**src/common/div_pkg.sv**
```systemverilog
`default_nettype none

package div_pkg;

    localparam int WORD_W   = 32;
    localparam int SIGN_BIT = WORD_W;   // top bit of a mag_t field carries a sign flag between stages

    typedef logic [WORD_W-1:0] word_t;
    // the low 32 bits hold the magnitude, 2**31 included
    // on operations the top bit is the operand sign
    // on results it marks a value to negate
    typedef logic [WORD_W:0]   mag_t;
    typedef logic [5:0]        bitidx_t;

    typedef enum logic [1:0] {
        IDLE,
        LOAD,
        LOOP,
        DONE
    } iter_state_t;

    localparam word_t DIV_ZERO_QUOT = '1;

endpackage

`default_nettype wire

```
**src/common/wb_pkg.sv**
```systemverilog
`default_nettype none

package wb_pkg;

    typedef logic [2:0]  wb_adr_t;
    typedef logic [31:0] wb_dat_t;

    localparam wb_adr_t ADR_DIVIDEND = 3'd0;
    localparam wb_adr_t ADR_DIVISOR  = 3'd1;
    localparam wb_adr_t ADR_CTRL     = 3'd2;
    localparam wb_adr_t ADR_STATUS   = 3'd3;
    localparam wb_adr_t ADR_QUOT     = 3'd4;
    localparam wb_adr_t ADR_REM      = 3'd5;

    localparam int CTRL_START_BIT  = 0;
    localparam int CTRL_SIGNED_BIT = 1;

    localparam int STAT_BUSY_BIT = 0;
    localparam int STAT_DONE_BIT = 1;
    localparam int STAT_DZ_BIT   = 2;

endpackage

`default_nettype wire

```
**src/common/div_if.sv**
```systemverilog
`timescale 1ns/1ps
`default_nettype none

interface div_op_if;

    logic              valid;
    logic              ready;
    div_pkg::mag_t     dividend;
    div_pkg::mag_t     divisor;
    logic              is_signed;
    div_pkg::bitidx_t  lead;        // leading one of the dividend magnitude, set by prep

    modport src (output valid, dividend, divisor, is_signed, lead, input ready);
    modport dst (input valid, dividend, divisor, is_signed, lead, output ready);

endinterface

interface div_res_if;

    logic              valid;       // one-cycle pulse, no ready
    div_pkg::mag_t     quotient;
    div_pkg::mag_t     remainder;
    logic              div_zero;

    modport src (output valid, quotient, remainder, div_zero);
    modport dst (input valid, quotient, remainder, div_zero);

endinterface

`default_nettype wire

```
**src/verilog/wb_div_slave.sv**
```systemverilog
`timescale 1ns/1ps
`default_nettype none

module wb_div_slave (
    input  logic             clock_i,
    input  logic             nreset_i,
    input  logic             wb_cyc_i,
    input  logic             wb_stb_i,
    input  logic             wb_we_i,
    input  wb_pkg::wb_adr_t  wb_adr_i,
    input  wb_pkg::wb_dat_t  wb_dat_i,
    output wb_pkg::wb_dat_t  wb_dat_o,
    output logic             wb_ack_o,
    div_op_if.src            op_o,
    div_res_if.dst           res_i
);

    logic             access;
    logic             start;
    logic             op_valid;
    logic             busy;
    logic             done;
    logic             div_zero;
    logic             is_signed;
    wb_pkg::wb_dat_t  dividend;
    wb_pkg::wb_dat_t  divisor;
    wb_pkg::wb_dat_t  quot;
    wb_pkg::wb_dat_t  rem;
    wb_pkg::wb_dat_t  rd_data;

    assign access = wb_cyc_i && wb_stb_i && !wb_ack_o;  // ack low keeps one ack per strobe
    assign start  = access && wb_we_i && (wb_adr_i == wb_pkg::ADR_CTRL)
                    && wb_dat_i[wb_pkg::CTRL_START_BIT] && !busy;

    always_ff @(posedge clock_i or negedge nreset_i) begin
        if (!nreset_i) begin
            wb_ack_o  <= 1'b0;
            op_valid  <= 1'b0;
            busy      <= 1'b0;
            done      <= 1'b0;
            div_zero  <= 1'b0;
            is_signed <= 1'b0;
        end else begin
            wb_ack_o <= access;
            if (start) begin
                op_valid  <= 1'b1;
                busy      <= 1'b1;
                done      <= 1'b0;
                div_zero  <= 1'b0;
                is_signed <= wb_dat_i[wb_pkg::CTRL_SIGNED_BIT];
            end else if (op_valid && op_o.ready) begin
                op_valid <= 1'b0;
            end
            if (res_i.valid) begin
                busy     <= 1'b0;
                done     <= 1'b1;
                div_zero <= res_i.div_zero;
            end
        end
    end

    always_ff @(posedge clock_i) begin
        if (access && wb_we_i && (wb_adr_i == wb_pkg::ADR_DIVIDEND)) begin
            dividend <= wb_dat_i;
        end
        if (access && wb_we_i && (wb_adr_i == wb_pkg::ADR_DIVISOR)) begin
            divisor <= wb_dat_i;
        end
        if (res_i.valid) begin
            quot <= res_i.quotient[div_pkg::WORD_W-1:0];
            rem  <= res_i.remainder[div_pkg::WORD_W-1:0];
        end
        if (access) begin
            wb_dat_o <= rd_data;    // read data rides with the ack
        end
    end

    always_comb begin
        rd_data = '0;
        case (wb_adr_i)
            wb_pkg::ADR_DIVIDEND: rd_data = dividend;
            wb_pkg::ADR_DIVISOR:  rd_data = divisor;
            wb_pkg::ADR_CTRL:     rd_data[wb_pkg::CTRL_SIGNED_BIT] = is_signed;
            wb_pkg::ADR_STATUS: begin
                rd_data[wb_pkg::STAT_BUSY_BIT] = busy;
                rd_data[wb_pkg::STAT_DONE_BIT] = done;
                rd_data[wb_pkg::STAT_DZ_BIT]   = div_zero;
            end
            wb_pkg::ADR_QUOT:     rd_data = quot;
            wb_pkg::ADR_REM:      rd_data = rem;
            default:              rd_data = '0;
        endcase
    end

    assign op_o.valid     = op_valid;
    assign op_o.dividend  = {1'b0, dividend};
    assign op_o.divisor   = {1'b0, divisor};
    assign op_o.is_signed = is_signed;
    assign op_o.lead      = '0;     // found later by prep

endmodule

`default_nettype wire

```
**src/divider/div_prep.sv**
```systemverilog
`timescale 1ns/1ps
`default_nettype none

module div_prep (
    input  logic   clock_i,
    input  logic   nreset_i,
    div_op_if.dst  op_i,
    div_op_if.src  op_o
);

    div_pkg::word_t    dvd_raw;
    div_pkg::word_t    dvs_raw;
    div_pkg::word_t    dvd_mag;
    div_pkg::word_t    dvs_mag;
    logic              dvd_neg;
    logic              dvs_neg;
    div_pkg::bitidx_t  lead;
    logic              out_valid;
    logic              take;

    assign dvd_raw = op_i.dividend[div_pkg::WORD_W-1:0];
    assign dvs_raw = op_i.divisor[div_pkg::WORD_W-1:0];

    // unsigned mode keeps the raw values and clears both signs
    assign dvd_neg = op_i.is_signed && dvd_raw[div_pkg::WORD_W-1];
    assign dvs_neg = op_i.is_signed && dvs_raw[div_pkg::WORD_W-1];
    assign dvd_mag = dvd_neg ? -dvd_raw : dvd_raw;
    assign dvs_mag = dvs_neg ? -dvs_raw : dvs_raw;

    always_comb begin
        lead = '0;
        for (int i = 0; i < div_pkg::WORD_W; i++) begin
            if (dvd_mag[i]) begin
                lead = div_pkg::bitidx_t'(i);   // highest set bit wins
            end
        end
    end

    assign op_i.ready = !out_valid || op_o.ready;
    assign take       = op_i.valid && op_i.ready;

    always_ff @(posedge clock_i or negedge nreset_i) begin
        if (!nreset_i) begin
            out_valid <= 1'b0;
        end else if (take) begin
            out_valid <= 1'b1;
        end else if (op_o.ready) begin
            out_valid <= 1'b0;
        end
    end

    always_ff @(posedge clock_i) begin
        if (take) begin
            op_o.dividend  <= {dvd_neg, dvd_mag};
            op_o.divisor   <= {dvs_neg, dvs_mag};
            op_o.is_signed <= op_i.is_signed;
            op_o.lead      <= lead;
        end
    end

    assign op_o.valid = out_valid;

endmodule

`default_nettype wire

```
**src/divider/div_iter.sv**
```systemverilog
`timescale 1ns/1ps
`default_nettype none

module div_iter (
    input  logic    clock_i,
    input  logic    nreset_i,
    div_op_if.dst   op_i,
    div_res_if.src  res_o
);

    div_pkg::iter_state_t  state;
    div_pkg::bitidx_t      idx;
    div_pkg::word_t        dvd;
    div_pkg::word_t        dvs;
    div_pkg::word_t        prem;
    div_pkg::word_t        quot;
    logic                  dvd_neg;
    logic                  dvs_neg;
    logic                  dz;
    div_pkg::mag_t         shifted;
    div_pkg::mag_t         trial;

    // partial remainder stays below the divisor, so bit 32 of the trial is its sign
    assign shifted = {prem, dvd[idx[4:0]]};
    assign trial   = shifted - {1'b0, dvs};

    always_ff @(posedge clock_i or negedge nreset_i) begin
        if (!nreset_i) begin
            state <= div_pkg::IDLE;
            idx   <= '0;
        end else begin
            case (state)
                div_pkg::IDLE: begin
                    if (op_i.valid) begin
                        state <= div_pkg::LOAD;
                        idx   <= op_i.lead;
                    end
                end
                div_pkg::LOAD: begin
                    state <= div_pkg::LOOP;
                    if (dvs == '0) begin
                        idx <= '0;      // divide by zero runs a single pass
                    end
                end
                div_pkg::LOOP: begin
                    if (idx == '0) begin
                        state <= div_pkg::DONE;
                    end else begin
                        idx <= idx - 1'b1;
                    end
                end
                default: state <= div_pkg::IDLE;
            endcase
        end
    end

    always_ff @(posedge clock_i) begin
        if (state == div_pkg::IDLE && op_i.valid) begin
            dvd     <= op_i.dividend[div_pkg::WORD_W-1:0];
            dvs     <= op_i.divisor[div_pkg::WORD_W-1:0];
            dvd_neg <= op_i.dividend[div_pkg::SIGN_BIT];
            dvs_neg <= op_i.divisor[div_pkg::SIGN_BIT];
        end
        if (state == div_pkg::LOAD) begin
            prem <= '0;
            quot <= '0;
            dz   <= (dvs == '0);
        end
        if (state == div_pkg::LOOP) begin
            if (!trial[div_pkg::SIGN_BIT]) begin
                prem <= trial[div_pkg::WORD_W-1:0];
                quot <= {quot[div_pkg::WORD_W-2:0], 1'b1};
            end else begin
                prem <= shifted[div_pkg::WORD_W-1:0];  // restore
                quot <= {quot[div_pkg::WORD_W-2:0], 1'b0};
            end
        end
    end

    assign op_i.ready      = (state == div_pkg::IDLE);
    assign res_o.valid     = (state == div_pkg::DONE);
    assign res_o.quotient  = {dvd_neg ^ dvs_neg, quot};
    assign res_o.remainder = {dvd_neg, dz ? dvd : prem};
    assign res_o.div_zero  = dz;

endmodule

`default_nettype wire

```
**src/divider/div_fix.sv**
```systemverilog
`timescale 1ns/1ps
`default_nettype none

module div_fix (
    input  logic    clock_i,
    input  logic    nreset_i,
    div_res_if.dst  res_i,
    div_res_if.src  res_o
);

    div_pkg::word_t  q_mag;
    div_pkg::word_t  r_mag;
    div_pkg::word_t  q_fixed;
    div_pkg::word_t  r_fixed;
    logic            out_valid;

    assign q_mag = res_i.quotient[div_pkg::WORD_W-1:0];
    assign r_mag = res_i.remainder[div_pkg::WORD_W-1:0];

    // the most negative value over minus one gives magnitude 2**31 with a positive sign,
    // which is already the wrapped quotient 32'h8000_0000 with remainder 0
    always_comb begin
        q_fixed = res_i.quotient[div_pkg::SIGN_BIT] ? -q_mag : q_mag;
        r_fixed = res_i.remainder[div_pkg::SIGN_BIT] ? -r_mag : r_mag;
        if (res_i.div_zero) begin
            q_fixed = div_pkg::DIV_ZERO_QUOT;
        end
    end

    always_ff @(posedge clock_i or negedge nreset_i) begin
        if (!nreset_i) begin
            out_valid <= 1'b0;
        end else begin
            out_valid <= res_i.valid;
        end
    end

    always_ff @(posedge clock_i) begin
        if (res_i.valid) begin
            res_o.quotient  <= {1'b0, q_fixed};
            res_o.remainder <= {1'b0, r_fixed};
            res_o.div_zero  <= res_i.div_zero;
        end
    end

    assign res_o.valid = out_valid;

endmodule

`default_nettype wire

```
**src/verilog/div_top.sv**
```systemverilog
`timescale 1ns/1ps
`default_nettype none

module div_top (
    input  logic             clock,
    input  logic             nreset,
    input  logic             wb_cyc_i,
    input  logic             wb_stb_i,
    input  logic             wb_we_i,
    input  wb_pkg::wb_adr_t  wb_adr_i,
    input  wb_pkg::wb_dat_t  wb_dat_i,
    output wb_pkg::wb_dat_t  wb_dat_o,
    output logic             wb_ack_o
);

    div_op_if   op_req ();      // raw operands from the bus
    div_op_if   op_mag ();      // magnitudes, signs and leading one
    div_res_if  res_raw ();
    div_res_if  res_fix ();

    wb_div_slave u_slave (
        .clock_i  (clock),
        .nreset_i (nreset),
        .wb_cyc_i (wb_cyc_i),
        .wb_stb_i (wb_stb_i),
        .wb_we_i  (wb_we_i),
        .wb_adr_i (wb_adr_i),
        .wb_dat_i (wb_dat_i),
        .wb_dat_o (wb_dat_o),
        .wb_ack_o (wb_ack_o),
        .op_o     (op_req.src),
        .res_i    (res_fix.dst)
    );

    div_prep u_prep (
        .clock_i  (clock),
        .nreset_i (nreset),
        .op_i     (op_req.dst),
        .op_o     (op_mag.src)
    );

    div_iter u_iter (
        .clock_i  (clock),
        .nreset_i (nreset),
        .op_i     (op_mag.dst),
        .res_o    (res_raw.src)
    );

    div_fix u_fix (
        .clock_i  (clock),
        .nreset_i (nreset),
        .res_i    (res_raw.dst),
        .res_o    (res_fix.src)
    );

endmodule

`default_nettype wire

```
**config.mk**
```make
export PLATFORM = sky130hd
export DESIGN_NAME = div_top
export DESIGN_NICKNAME = d
export VERILOG_FILES = /design/src/common/div_pkg.sv /design/src/common/wb_pkg.sv /design/src/common/div_if.sv /design/src/verilog/wb_div_slave.sv /design/src/divider/div_prep.sv /design/src/divider/div_iter.sv /design/src/divider/div_fix.sv /design/src/verilog/div_top.sv
export SDC_FILE = /design/constraint.sdc
export NUM_CORES = 1
export LEC_CHECK = 0
export ABC_AREA = 0
export BUFFER_PORTS_ARGS = -buffer_cell sky130_fd_sc_hd__buf_2
export CAP_MARGIN = 40
export CORE_MARGIN = 4
export CORE_UTILIZATION = 65
export DETAILED_ROUTE_END_ITERATION = 8
export GPL_ROUTABILITY_DRIVEN = 0
export PLACE_DENSITY = 0.83
export SYNTH_ARGS = -nofsm -noshare
export SYNTH_HDL_FRONTEND = slang
export SYNTH_SLANG_ARGS = --single-unit
export TNS_END_PERCENT = 30
```
**constraint.sdc**
```tcl
create_clock -name clock -period 8.8 [get_ports clock]
set_clock_uncertainty 0.15 [all_clocks]
set_input_delay 1.76 -clock clock [delete_from_list [all_inputs] [get_ports clock]]
set_output_delay 1.76 -clock clock [all_outputs]
set_load 0.02 [all_outputs]
```
==> flow_metrics.tcl <==
set metrics [dict create \
    outcome "complete, no violations" \
    synth_fp_nets 1723 \
    postCtsResizedCells 0 \
    cts_tree "yes" \
    postSynthAreaPerCell_um2 12.94 \
    design.portCount 73 \
    synth_edf_count 427 \
    cp_common_cell "mux4_2" \
    drive_gt1_frac 0.1258 \
    rr_worst_depth 15 \
    cpPeakStageDelay_ns 0.75 \
    rsz0062_at_grt "false" \
    drv_cap 0 \
    synth_ff_type "edfxtp_1" \
    hold_path_class "flip-flop to flip-flop" \
    clk_pin_slew_ns 0.07 \
    placed_cells 2102 \
    grt_pass1_wl_um 82660 \
    numCtsBuffers 44 \
    first_iter_violations 2165 \
    cts.path.max_buffers 3 \
    firstDrtPassIters 9 \
    power.static_leakage_uw 0.008371 \
    routed_wl_um 54420 \
    maxSlewHeadroom 0.3488 \
    setup_viol 0 \
    synthArstFlopShare 0.03612 \
    core_area_um2 31880 \
    hold_buffers 0 \
    met3_usage 0.04316 \
    overflow 0 \
    fill_cells 2012 \
    preCtsSetupSlack_ns 3.347 \
    cts_num_sinks 443 \
    fin_nets 1796 \
    ir_worst_vdd_mv 0.1829 \
    power_density_nw_per_um2 299.5 \
    die_y_um 188.7 \
    seq_area_frac_synth 0.6231 \
    row_count 65 \
    synth.distinct_cells 90 \
    hold_end "u_slave.rem[17]" \
    synthToLayoutAreaGrowth_pct 10.62 \
    hold_violations 0 \
    cp.buffers_inverters 1 \
    dp.final_hpwl_um 38390 \
    antenna_found_initial 0 \
    rrSetupSlack_ns 3.28 \
    synth_area_um2 21220 \
    worst_pin_slew_ns 0.9769 \
    ctsHtreeMaxLevel 2 \
    via_count 14527 \
    post_cts_buffers 0 \
    die_area_um2 35600 \
    r2r-end "u_iter.prem[9]" \
    initial_core_util 0.6657 \
    fin_cells 2185 \
    post-route-worst-setup-slack_ns 3.283 \
    fmax_mhz 181.3 \
    cp.arrival_ns 5.66 \
    yosysWarnings 0 \
    drv_slew 0 \
    die_w_um 188.7 \
    critPathLaunchType "flip-flop" \
    synth-seq-cells 443 \
    grt_max_degree 80 \
    grt_busiest_layer "met2" \
    grt_pass1_vias 13997 \
    viasPerCell 6.649 \
    min_from "u_fix.res_o.remainder[17]" \
    timing.rr.start "u_iter.idx[0]" \
    crit_path_end_kind "flip-flop" \
    timing.final.crit_period_ns 5.517 \
    clock_tree.root_cell "clkbuf_16" \
    grtUsageMet2 0.4918 \
    io_buffers 72 \
    crit_family "compound AO/OA/AOI/OAI gates" \
    fin_crit_sh 0.6269 \
    drc 0 \
    ant_nets 0 \
    cp_cell_sequence "mux4_2, mux4_2, mux2i_1, ha_1, fa_1, nor2b_1, o31a_1, o2111ai_1, a31oi_1, a21o_1, a211oi_4, buf_4, and3b_1, a21oi_1, nor2_1" \
    path_max_fanout 39 \
    hold_path_depth 0 \
    cp.required_ns 8.94 \
    postSynthCellCount 1640 \
    setup_tns_ns 0 \
    critical_path_class "flip-flop to flip-flop" \
    grt_use_total 0.3029 \
    cp_slowest_cell "dfrtp_1" \
    clock_latency_ns 0.57 \
    wire_per_inst_um 24.91 \
    grtUsageMet1 0.4107 \
    power_uw 7032 \
]
-- kinds of logic after synthesis --
group | Yosys count | synth area share
multiplexers | 62 | 0.03691
adder cells (fa/ha/maj) | 43 | 0.02571
XOR/XNOR | 138 | 0.05695
flip-flops | 443 | 0.6231
AO/OA/AOI/OAI | 352 | 0.1115
buffers and inverters | 137 | 0.02818
AND/OR/NAND/NOR | 465 | 0.1177
-- power by group --
part,switching (uW),leakage [uW],internal (uW)
registers,345,0.00414,2830
clock network,793,0.000690,1100
logic,1220,0.00354,745
total,2360,0.00837,4680
-- layout by cell type (no fill, tap or decap), types with 7 or more instances in the layout --
cell type / count
a31oi_1: 10
a21oi_1: 87
o31ai_1: 21
mux2i_1: 42
nor2_1: 115
nand2b_1: 46
a22o_1: 29
and3_1: 10
buf_4: 19
or3_1: 10
nand3_1: 20
edfxtp_1: 427
and2_1: 35
a21o_1: 9
xnor2_1: 69
ha_1: 40
a211oi_1: 12
o41ai_1: 7
o21a_1: 7
nand4_1: 10
inv_1: 71
nand2_1: 68
a221o_1: 29
mux2_2: 7
xor2_1: 69
o21ai_1: 13
buf_2: 72
clkbuf_1: 11
o21ai_0: 79
mux4_2: 12
nor2b_1: 12
clkinv_1: 10
nor3_1: 57
nor4_1: 23
clkbuf_16: 45
dfrtp_1: 15
-- cell type report --
type                            instances  area, um2  area share
Clock inverter                         25      256.5     0.01093
Multi-Input combinational cell       1060       7443      0.3171
Clock buffer                           57       1181     0.05031
Antenna cell                            1      2.502   0.0001066
Sequential cell                       443      13220      0.5633
Timing Repair Buffer                   93      558.0     0.02377
Inverter                               71      266.5     0.01135
Tap cell                              435      544.3     0.02318
-- synth_stat cells (all sizes together) (8+ instances only) --
cell type / count / area [um2]
a31oi: 10 / 62.56
a21o: 9 / 67.56
nor3: 60 / 311.5
and2: 37 / 231.5
nand2: 68 / 255.2
xnor2: 69 / 604.3
nor2b: 12 / 75.07
nor2: 119 / 449.2
nor4: 28 / 215.2
or3: 13 / 96.34
nand3: 20 / 100.1
xor2: 69 / 604.3
dfrtp: 16 / 400.4
and3: 10 / 62.56
a211oi: 13 / 97.59
inv: 71 / 266.5
buf: 23 / 146.4
o21ai: 94 / 478.0
a22o: 29 / 254.0
mux2i: 43 / 434.2
nand2b: 47 / 301.5
o31ai: 22 / 170.2
ha: 42 / 525.5
a21oi: 89 / 452.9
o41ai: 8 / 77.58
a221o: 29 / 290.3
edfxtp: 427 / 12820
clkbuf: 43 / 185.2
nand4: 10 / 62.56
mux4: 12 / 270.3
-- state kept, by name, indices dropped and copies added, names as in the netlist, 6 cells and up --
register               count
u_fix.res_o.quotient      32
u_iter.prem               32
u_slave.rem               32
u_iter.quot               32
u_iter.idx                 6
u_slave.wb_dat_o          32
u_slave.dividend          32
u_prep.op_o.divisor       33
u_slave.quot              32
u_fix.res_o.remainder     32
u_iter.dvs                32
u_prep.op_o.dividend      33
u_slave.divisor           32
u_iter.dvd                32
-- worst max path at each step --
stage	startpoint	endpoint	slack, ns	cells after the start
floorplan	wb_cyc_i	u_slave.dividend[0]	3.93	3
global placement	u_iter.idx[0]	u_iter.prem[9]	3.50	15
detailed placement	u_iter.idx[0]	u_iter.prem[9]	3.35	15
CTS	u_iter.idx[0]	u_iter.prem[9]	3.34	15
global route	u_iter.idx[0]	u_iter.prem[9]	2.96	15
finish	u_iter.idx[0]	u_iter.prem[9]	3.28	15
-- per-stage QoR --
step           hold slack, ns  area [um2]    util
2_1_floorplan          0.2503       21220       -
3_3_place_gp           0.2525       21980  0.6895
3_5_place_dp           0.2545       22040  0.6912
4_1_cts                0.2671       23470  0.7363
5_1_grt                0.2711       23470  0.7363
6_report               0.2561       23480  0.7364
-- per-layer routing --
layer  vias to the layer above  wire length (um)
li1                       6348                 -
met1                      7036             20330
met2                       963             25710
met3                       180              5250
met4                         0              3126
met5                         -                 0
No activity file was read; power rests on OpenSTA's default activity.
